`config.mk`:
```
export PLATFORM = sky130hd
export DESIGN_NAME = cache_steer
export DESIGN_NICKNAME = d
export VERILOG_FILES = /design/src/cache_pkg.sv /design/src/cache_steer.sv
export SDC_FILE = /design/constraint.sdc
export NUM_CORES = 1
export LEC_CHECK = 0
export ABC_CLOCK_PERIOD_IN_PS = 2410
export BUFFER_PORTS_ARGS = -buffer_cell sky130_fd_sc_hd__buf_2
export CAP_MARGIN = 20
export CORE_AREA = 3 3 146 148
export DETAILED_ROUTE_END_ITERATION = 12
export DIE_AREA = 0 0 149 151
export PLACE_DENSITY_LB_ADDON = 0.1
export SLEW_MARGIN = 20
export SYNTH_ARGS = -nofsm -noshare
export SYNTH_HDL_FRONTEND = slang
export SYNTH_SLANG_ARGS = --single-unit
```
`constraint.sdc`:
```
create_clock -name vclk -period 2.41
set_clock_uncertainty 0.2 [all_clocks]
set_input_delay 0.241 -clock vclk [all_inputs]
set_output_delay 0.241 -clock vclk [all_outputs]
set_load 0.1 [all_outputs]
```
`src/cache_pkg.sv`:
```
package cache_pkg;

  // Cache geometry, shared by both caches
  // Sets per way
  localparam int ENTRIES_PER_WAY = 64;
  // Two ways, one LRU bit per set is enough
  localparam int WAYS = 2;
  // Index bits select one of the sets
  localparam int INDEX_W = 6;
  // Address bits 1:0 are the byte offset, the rest above the index is tag
  localparam int TAG_W = 32 - INDEX_W - 2;

  // CPU side request, held stable while valid is high
  typedef struct packed {
    logic [31:0] addr;
    logic [31:0] wdata;
    // Byte enables, zero for a load or a fetch
    logic [3:0]  wmask;
    // Set for an instruction fetch
    logic        instr;
  } cpu_req_t;

  // Shared memory bus request
  typedef struct packed {
    logic [31:0] addr;
    logic [31:0] wdata;
    // Zero mask means read
    logic [3:0]  wmask;
  } mem_req_t;

  // Instruction cache FSM
  typedef enum logic {
    IC_LOOKUP,
    IC_FILL
  } icache_state_e;

  // Data cache FSM
  typedef enum logic [1:0] {
    DC_LOOKUP,
    DC_FILL,
    DC_WRITE
  } dcache_state_e;

endpackage

```
`src/cache_steer.sv`:
```
`timescale 1ns/10ps

module cache_steer (
  input  cache_pkg::cpu_req_t cpu_req_i,
  input  logic                cpu_valid_i,
  output logic [31:0]         cpu_rdata_o,
  output logic                cpu_ready_o,
  // Instruction cache side
  output logic                ic_valid_o,
  input  logic [31:0]         ic_rdata_i,
  input  logic                ic_ready_i,
  input  cache_pkg::mem_req_t ic_mem_req_i,
  input  logic                ic_mem_valid_i,
  output logic                ic_mem_ready_o,
  // Data cache side
  output logic                dc_valid_o,
  input  logic [31:0]         dc_rdata_i,
  input  logic                dc_ready_i,
  input  cache_pkg::mem_req_t dc_mem_req_i,
  input  logic                dc_mem_valid_i,
  output logic                dc_mem_ready_o,
  // Shared memory bus
  output cache_pkg::mem_req_t mem_req_o,
  output logic                mem_valid_o,
  input  logic                mem_ready_i
);

  // Instruction flag picks the cache, the other one stays idle
  always_comb begin
    ic_valid_o     = 1'b0;
    ic_mem_ready_o = 1'b0;
    dc_valid_o     = 1'b0;
    dc_mem_ready_o = 1'b0;
    if (cpu_req_i.instr) begin
      // Fetch path
      ic_valid_o     = cpu_valid_i;
      cpu_rdata_o    = ic_rdata_i;
      cpu_ready_o    = ic_ready_i;
      mem_req_o      = ic_mem_req_i;
      mem_valid_o    = ic_mem_valid_i;
      ic_mem_ready_o = mem_ready_i;
    end else begin
      // Load and store path
      dc_valid_o     = cpu_valid_i;
      cpu_rdata_o    = dc_rdata_i;
      cpu_ready_o    = dc_ready_i;
      mem_req_o      = dc_mem_req_i;
      mem_valid_o    = dc_mem_valid_i;
      dc_mem_ready_o = mem_ready_i;
    end
  end

endmodule

```
==> After elaboration in Yosys (flattened, before gate mapping) <==
Index checks and enable logic that the tools add are counted.
{ "op_classes": {"shift": 0, "n_eq_ne": 0, "n_lt_le_gt_ge": 0, "n_reduce_logical": 0, "mul": 0, "n_bitwise": 0, "n_addsub": 0, "div": 0, "muxes": 8} }
{ "op_table": {"columns": ["op", "count"], "rows": [
  ["68-bit two-way mux", 1],
  ["32-bit two-way mux", 1],
  ["1-bit two-way mux", 6]
]} }
{ "totals": {"latchBits": 0, "romBits": 0, "reg_bits": 0, "ramBits": 0, "output_inout_bits": 106, "word_cells": 8, "mem_count": 0} }

==> Longest topological paths before layout <==
Gate-level depths: netlist (run 1).
{ "depth": {"ltp_word": 1, "depth_mapped": 4, "depth_no_buf": 1} }

==> Worst setup path before layout (run 1) <==
No wires, ideal clock.
{ "synth_path": {"path_type": "input-to-output", "start": "input port cpu_req_i[0] in the netlist's numbering", "end": "output port dc_mem_ready_o", "path_stages": 4, "t_required_ps": 1969, "arrival_time_ps": 1965, "slack_ps": 4, "cell_sequence": "buf_6 > buf_6 > buf_6 > nor2b_1"} }
{ "synth_via": {"elab_chain_cells": 1} }
{ "synth_rtl": {"columns": ["item", "line", "rtl"], "rows": [
  ["start: declaration", "cache_steer.sv:4", "input cache_pkg::cpu_req_t cpu_req_i,"],
  ["1-bit two-way mux", "cache_steer.sv:34", "if (cpu_req_i.instr) begin"],
  ["end: declaration", "cache_steer.sv:21", "output logic dc_mem_ready_o,"]
]} }
No other way between the ends.

==> Final worst setup path (run 1) <==
{ "layout_path": {"start": "input port cpu_req_i[0] in the netlist's numbering", "end": "output port cpu_rdata_o[23]"} }
{ "layout_via": {"elab_chain_cells": 1} }
{ "layout_rtl": {"columns": ["item", "line", "rtl"], "rows": [
  ["32-bit two-way mux", "cache_steer.sv:34", null],
  ["end: declaration", "cache_steer.sv:6", "output logic [31:0] cpu_rdata_o,"]
]} }
No other way between the ends.

==> results of run 1 <==
[through the flow]
| stage | hold WS [ns] | power, mW |
|---|---|---|
| after global routing | 0.676 | 1.77 |
| after global placement | 0.667 | 1.73 |
| after floorplan | 0.602 | 1.27 |
| after CTS | 0.668 | 1.73 |
| final | 0.667 | 1.71 |
| after detailed placement | 0.668 | 1.72 |
[report_power, final]
| part | switching (mW) | leakage, nW | internal, mW |
|---|---|---|---|
| registers | 0 | 0 | 0 |
| clock network | 0 | 0 | 0 |
| logic | 1.22 | 2.01 | 0.493 |
| total | 1.22 | 2.01 | 0.493 |
[cell type report]
class	instances	area [um2]	area share (%)
Tap cell	270	338	9.01
Timing Repair Buffer	319	2100	56.1
Multi-Input combinational cell	106	1310	34.9
[worst paths after layout]
check,slack (ns),cells past startpoint,to
worst max-delay path,0.50,5,cpu_rdata_o[23]
worst min-delay path,0.67,3,cpu_rdata_o[9]
[placed cells by master, fill, tap and decap left out, drive strengths merged]
cell type / n
buf: 319
mux2: 102
nor2b: 2
and2: 2
[per-layer routing]
layer | GRT usage, % | vias to the layer above
li1 | - | 1064
met1 | 6.43 | 935
met2 | 12.5 | 197
met3 | 1.44 | 0
met4 | 0 | 0
met5 | 0 | -
[critical path: stages]
cell and delay [ns]:
buf_4 0.25, buf_12 0.28, buf_12 0.19, mux2_4 0.32, buf_12 0.17
[Yosys cell counts]
| cell | count |
|---|---|
| and2_1 | 2 |
| buf_2 | 6 |
| buf_6 | 6 |
| mux2_2 | 66 |
| mux2_4 | 36 |
| nor2b_1 | 2 |
[cell families (layout without fill, tap and decap cells)]
family / after synthesis / after routing / synth area share (%)
muxes: 102 / 102 / 91.3
buffers and inverters: 12 / 319 / 6.94
and+or+nand+nor: 4 / 4 / 1.78
==> flow_summary.toml, run 1 <==
[routing]
wl_per_cell_um = 11.4
antenna_left = 0
top_layer = "met3"
wl_met2_mm = 4.25
drt-vias-per-instance = 3.16
wl_met3_mm = 1.03
drt_first_iter_violations = 26
dr.pass1.iters = 4
wl_met1_mm = 2.68
remaining_drc_errors = 0
detail_route.wirelength_mm = 7.96
vias = 2196

[timing]
period_minus_slack_ns = 1.91
timing.final.ws_setup_ns = 0.504
final_hold_viol_count = 0
rsz0062_at_grt = "false"
post-route-period-util_pct = 79.1
max_freq_mhz = 525
worst_pin_slew_ns = 0.508
relSlewSlack_pct = 66.4
setup_tns_ns = 0
drv_slew = 0
setup_viol = 0

[power]
p_per_area_mw_per_mm2 = 456
leakage_nw = 2.01
vdd_drop_max_mv = 0.164

[global_route]
grt_first_pass_wirelength_mm = 11.3
grt_pass1_vias = 2297
antenna_found_initial = 0
grt_use_total_pct = 6.00
overflow = 0
grt_max_degree = 33

[die]
die_y_um = 151
initial_core_util_pct = 6.97
die_area_mm2 = 0.0225
rows = 52
core_area_mm2 = 0.0202
die_x_um = 149
io_pins = 381

[clock_network]
cts_hold_buf = 0
post_cts_buffers = 0
cts-resized-gates = 0

[hold_path]
hp-start = "ic_rdata_i[9]"
hp-class = "primary input to output port"

[worst_setup_path]
crit_arrival_ns = 1.47
cp-end-kind = "output port"
crit_start = "cpu_req_i[0]"
crit_type = "primary input to output port"
worst-path-max-fanout = 31
crit_required_ns = 1.97
critical_path.startpoint_type = "primary input"

[status]
status = "complete, no violations"

[placed_design]
preCtsSetupSlack_ns = 0.452
placedInstanceArea_mm2 = 0.00375
io_buffers = 313
hpwl_mm = 7.39
dp_cells = 695
place_congestion = 0.748

[layout]
postLayoutCellArea_mm2 = 0.00375
final_util_pct = 18.6
clkbuf_count = 0
drive_above_1_share_pct = 99.1
register_area_um2 = 0
num_antenna_cells = 0
seq_cell_count = 0
layout.nets = 702
syn_to_final_growth_pct = 167
layoutNonFillerInstCount = 695
fillers = 2279

[logic_synthesis]
synth.area.top_cells = "mux2_2, mux2_4, buf_6"
syn-num-nets = 393
syn_area_mm2 = 0.00141
yosysSeqAreaShare_pct = 0
synth_cell_types = 6
yosys.area.top_type = "mux2_2"
synth_top_area_share_pct = 52.8
syn-instance-count = 118
yosys_warnings = 0
syn_area_per_cell_um2 = 11.9

[job]
drv_cap = 0
Power figures use the tool's default switching activity.
==> run 2, diff against run 1 <==
--- a/config.mk
+++ b/config.mk
@@ -5,12 +5,12 @@
 export SDC_FILE = /design/constraint.sdc
 export NUM_CORES = 1
 export LEC_CHECK = 0
-export ABC_CLOCK_PERIOD_IN_PS = 2410
+export ABC_CLOCK_PERIOD_IN_PS = 1800
 export BUFFER_PORTS_ARGS = -buffer_cell sky130_fd_sc_hd__buf_2
 export CAP_MARGIN = 20
-export CORE_AREA = 3 3 146 148
+export CORE_AREA = 3 3 148 150
 export DETAILED_ROUTE_END_ITERATION = 12
-export DIE_AREA = 0 0 149 151
+export DIE_AREA = 0 0 151 153
 export PLACE_DENSITY_LB_ADDON = 0.1
 export SLEW_MARGIN = 20
 export SYNTH_ARGS = -nofsm -noshare
==> constraint.sdc (replaced) <==
create_clock -name vclk -period 1.8
set_clock_uncertainty 0.2 [all_clocks]
set_input_delay 0.18 -clock vclk [all_inputs]
set_output_delay 0.18 -clock vclk [all_outputs]
set_load 0.1 [all_outputs]
==> run 2 against run 1 <==
Effect of this change:
- worst setup slack got worse by 0.36 ns
- critical path depth did not move
- critical endpoint is now cpu_rdata_o[3]
- cell area rose by 13%
- core utilization rose by 1.8 points
- critical path type unchanged
- non-clock buffer count fell by 2
- final cell count rose by 0.43%
==> flow_summary.toml, run 2 (same netlist as run 1, synthesis figures left out) <==
[layout]
layout.nets = 700
register_area_um2 = 0
syn_to_final_growth_pct = 201
final_common_cell = "buf_2"
postLayoutCellArea_mm2 = 0.00424
multiInputGateArea_mm2 = 0.00131
drive_above_1_share_pct = 99.1
num_antenna_cells = 0
final_cell_mix = "buf_2, mux2_2, buf_12"
seq_cell_count = 0
clkbuf_count = 0
fillers = 2326

[routing]
dr.pass1.iters = 3
wl_per_cell_um = 12.4
detail_route.wirelength_mm = 8.63
remaining_drc_errors = 0
vias = 2228
antenna_left = 0
drt_first_iter_violations = 24
drt-vias-per-instance = 3.19

[timing]
setup_viol = 0
rsz0062_at_grt = "false"
final_hold_viol_count = 0
timing.final.ws_setup_ns = 0.142
post-route-period-util_pct = 92.1
relSlewSlack_pct = 65.8
drv_slew = 0
setup_tns_ns = 0
period_minus_slack_ns = 1.66
max_freq_mhz = 603
worst_pin_slew_ns = 0.516

[die]
die_x_um = 151
core_area_mm2 = 0.0208
rows = 53
die_y_um = 153
die_area_mm2 = 0.0231
initial_core_util_pct = 6.75
io_pins = 381

[worst_setup_path]
crit_buf_inv = 4
cpMaxStageDelayCell = "mux2_4"
crit_chain = "buf_4 > buf_12 > buf_4 > mux2_4 > buf_12"
crit_type = "primary input to output port"
crit_arrival_ns = 1.28
worst-path-max-fanout = 40
crit_family = "buffers and inverters"
crit_required_ns = 1.42
max_stage_delay_ns = 0.32
critical_path.startpoint_type = "primary input"
cp-end-kind = "output port"

[hold_path]
hp-class = "primary input to output port"
whs_path_depth = 3
holdPathEnd = "cpu_rdata_o[24]"
hp-start = "ic_rdata_i[24]"

[clock_network]
post_cts_buffers = 0
cts-resized-gates = 0
cts_hold_buf = 0

[status]
status = "complete, no violations"

[global_route]
grt_first_pass_wirelength_mm = 12.1
grt_use_total_pct = 6.40
overflow = 0
grt_pass1_vias = 2389
grt_max_degree = 55
antenna_found_initial = 0

[placed_design]
place_congestion = 0.691
io_buffers = 313
hpwl_mm = 8.13
placedInstanceArea_mm2 = 0.00424
preCtsSetupSlack_ns = 0.123

[power]
p_per_area_mw_per_mm2 = 590
leakage_nw = 2.17
vdd_drop_max_mv = 0.221

[job]
drv_cap = 0
==> run 2: cell count changes in the layout (fill, tap and decap cells not counted) <==
cell / previous run / this run
buf_4: 4 / 2
buf_2: 282 / 249
buf_12: 33 / 66
==> run 2: layer usage <==
metal / vias to the layer above / share of wire [%] / routed length, um / global-route usage (%)
li1: 1057 / - / - / -
met1: 968 / 29 / 2480 / 5.59
met2: 203 / 54 / 4700 / 14.0
met3: 0 / 17 / 1450 / 2.43
met4: 0 / 0 / 0 / 0
met5: - / 0 / 0 / 0
==> run 2: how the worst max path moves through the flow <==
stage | startpoint | to | slack, ns | depth (start not counted)
4_1_cts | cpu_req_i[0] | cpu_ready_o | 0.12 | 4
6_report | cpu_req_i[0] | cpu_rdata_o[3] | 0.14 | 5
3_3_place_gp | cpu_req_i[0] | cpu_ready_o | 0.13 | 4
2_1_floorplan | cpu_req_i[0] | dc_mem_ready_o | -0.48 | 4
3_5_place_dp | cpu_req_i[0] | cpu_ready_o | 0.12 | 4
5_1_grt | cpu_req_i[0] | cpu_rdata_o[3] | 0.1 | 5
==> run 2: layout make-up <==
type,instances,area share (%)
multi-input cells,106,30.9
well taps,275,8.12
repair buffers,317,61.0
==> run 2: stage by stage <==
step	util (%)	instances	total power, mW	hold WS, ns
after detailed placement	20.3	698	2.52	0.545
after global placement	20.3	698	2.52	0.543
final	20.3	698	2.50	0.542
after floorplan	-	118	1.70	0.480
after CTS	20.3	698	2.52	0.544
after global routing	20.3	698	2.58	0.552
==> run 2: worst min-delay path, delay by kind of cell <==
family | cells | cell delay (ns)
buffers and inverters | 2 | 0.23
muxes | 1 | 0.14
==> run 2: power by group <==
| part | switching, mW | internal (mW) |
|---|---|---|
| Combinational | 1.67 | 0.834 |
| Sequential | 0 | 0 |
| Clock | 0 | 0 |
==> run 3, diff against run 2 <==
--- a/config.mk
+++ b/config.mk
@@ -12,6 +12,7 @@
 export DETAILED_ROUTE_END_ITERATION = 12
 export DIE_AREA = 0 0 151 153
 export PLACE_DENSITY_LB_ADDON = 0.1
+export REMOVE_ABC_BUFFERS = 1
 export SLEW_MARGIN = 20
 export SYNTH_ARGS = -nofsm -noshare
 export SYNTH_HDL_FRONTEND = slang
==> run 3 against run 2 <==
Effect of this change:
- hold slack better by 0.0010 ns
- critical endpoint is now mem_req_o[1]
- clock-buffer cell count is the same
- non-clock buffer count is 1 higher
- maximum frequency rose by 1.7%
- worst setup slack improved by 0.028 ns
- core utilization decreased by 1.1 points
- largest cell class unchanged
- first-iteration DRC count up 17%
- sequential share of layout area stayed put
- power down 4.4%
- largest power group unchanged
- die area unchanged
- final cell count increased by 0.14%
==> flow_summary.toml, run 3 (same netlist as run 1, synthesis figures left out) <==
[die]
rows = 53
die_y_um = 153
io_pins = 381
core_area_mm2 = 0.0208
die_x_um = 151
die_area_mm2 = 0.0231
initial_core_util_pct = 6.75

[routing]
antenna_left = 0
wl_per_cell_um = 11.8
drt_first_iter_violations = 28
detail_route.wirelength_mm = 8.23
drt-vias-per-instance = 3.13
remaining_drc_errors = 0
vias = 2187
dr.pass1.iters = 4

[timing]
final_hold_viol_count = 0
timing.hold.ws_ns = 0.543
period_minus_slack_ns = 1.63
drv_slew = 0
worst_pin_slew_ns = 0.506
rsz0062_at_grt = "false"
relSlewSlack_pct = 66.5
post-route-period-util_pct = 90.6
setup_viol = 0
timing.final.ws_setup_ns = 0.169
max_freq_mhz = 613

[placed_design]
dp_cells = 699
preCtsSetupSlack_ns = 0.139
place_congestion = 0.693
io_buffers = 313
hpwl_mm = 7.66

[job]
drv_cap = 0

[power]
finalPower_mw = 2.39
p_per_area_mw_per_mm2 = 597
vdd_drop_max_mv = 0.165
leakage_nw = 2.09

[layout]
syn_to_final_growth_pct = 185
drive_above_1_share_pct = 99.1
final_util_pct = 19.2
num_antenna_cells = 0
final_cell_mix = "buf_2, mux2_2, buf_12"
final_common_cell = "buf_2"
multiInputGateArea_mm2 = 0.00131
fillers = 2334
register_area_um2 = 0
layoutNonFillerInstCount = 699
layout.nets = 701
clkbuf_count = 0
seq_cell_count = 0

[clock_network]
cts_hold_buf = 0
post_cts_buffers = 0
cts-resized-gates = 0

[global_route]
grt_max_degree = 37
grt_pass1_vias = 2117
grt_first_pass_wirelength_mm = 11.3
grt_use_total_pct = 5.97
overflow = 0
antenna_found_initial = 1

[worst_setup_path]
worst-path-max-fanout = 28
crit_arrival_ns = 1.25
cp-end-kind = "output port"
crit_type = "primary input to output port"
critical_path.startpoint_type = "primary input"
crit_required_ns = 1.42

[hold_path]
hp-class = "primary input to output port"

[status]
status = "complete, no violations"
run 3: changes by cell type in the layout (fill, tap and decap cells not counted), sizes merged:
cell  delta
buf      +1
run 3: final timing paths:
| check | startpoint | to | slack (ns) | cells after the start |
|---|---|---|---|---|
| min | ic_mem_req_i[61] | mem_req_o[61] | 0.54 | 3 |
| max | cpu_req_i[0] | mem_req_o[1] | 0.17 | 4 |
run 3: critical path, stage by stage:
cell,delay [ns]
buf_4,0.16
buf_12,0.21
mux2_2,0.37
buf_2,0.30
run 3: area by class of cell:
type / count / area share [%]
Tap cell: 275 / 8.60
Multi-Input combinational cell: 106 / 32.7
Timing Repair Buffer: 318 / 58.7
run 3: report_power, final:
part           total [mW]  switching, mW  internal [mW]
logic                2.39           1.64          0.746
clock network           0              0              0
registers               0              0              0
total                2.39           1.64          0.746
run 3: metrics by stage:
step	area, um2	TNS, ns
final	4000	0
after global routing	4000	0
after CTS	4000	0
after detailed placement	4000	0
after global placement	4000	0
after floorplan	1310	-0.191
run 3: layer usage:
| layer | global-route usage, % | share of wire [%] |
|---|---|---|
| met5 | 0 | 0.16 |
| met4 | 0.777 | 1.5 |
| met2 | 13.0 | 57 |
| met1 | 5.14 | 27 |
| met3 | 1.87 | 15 |
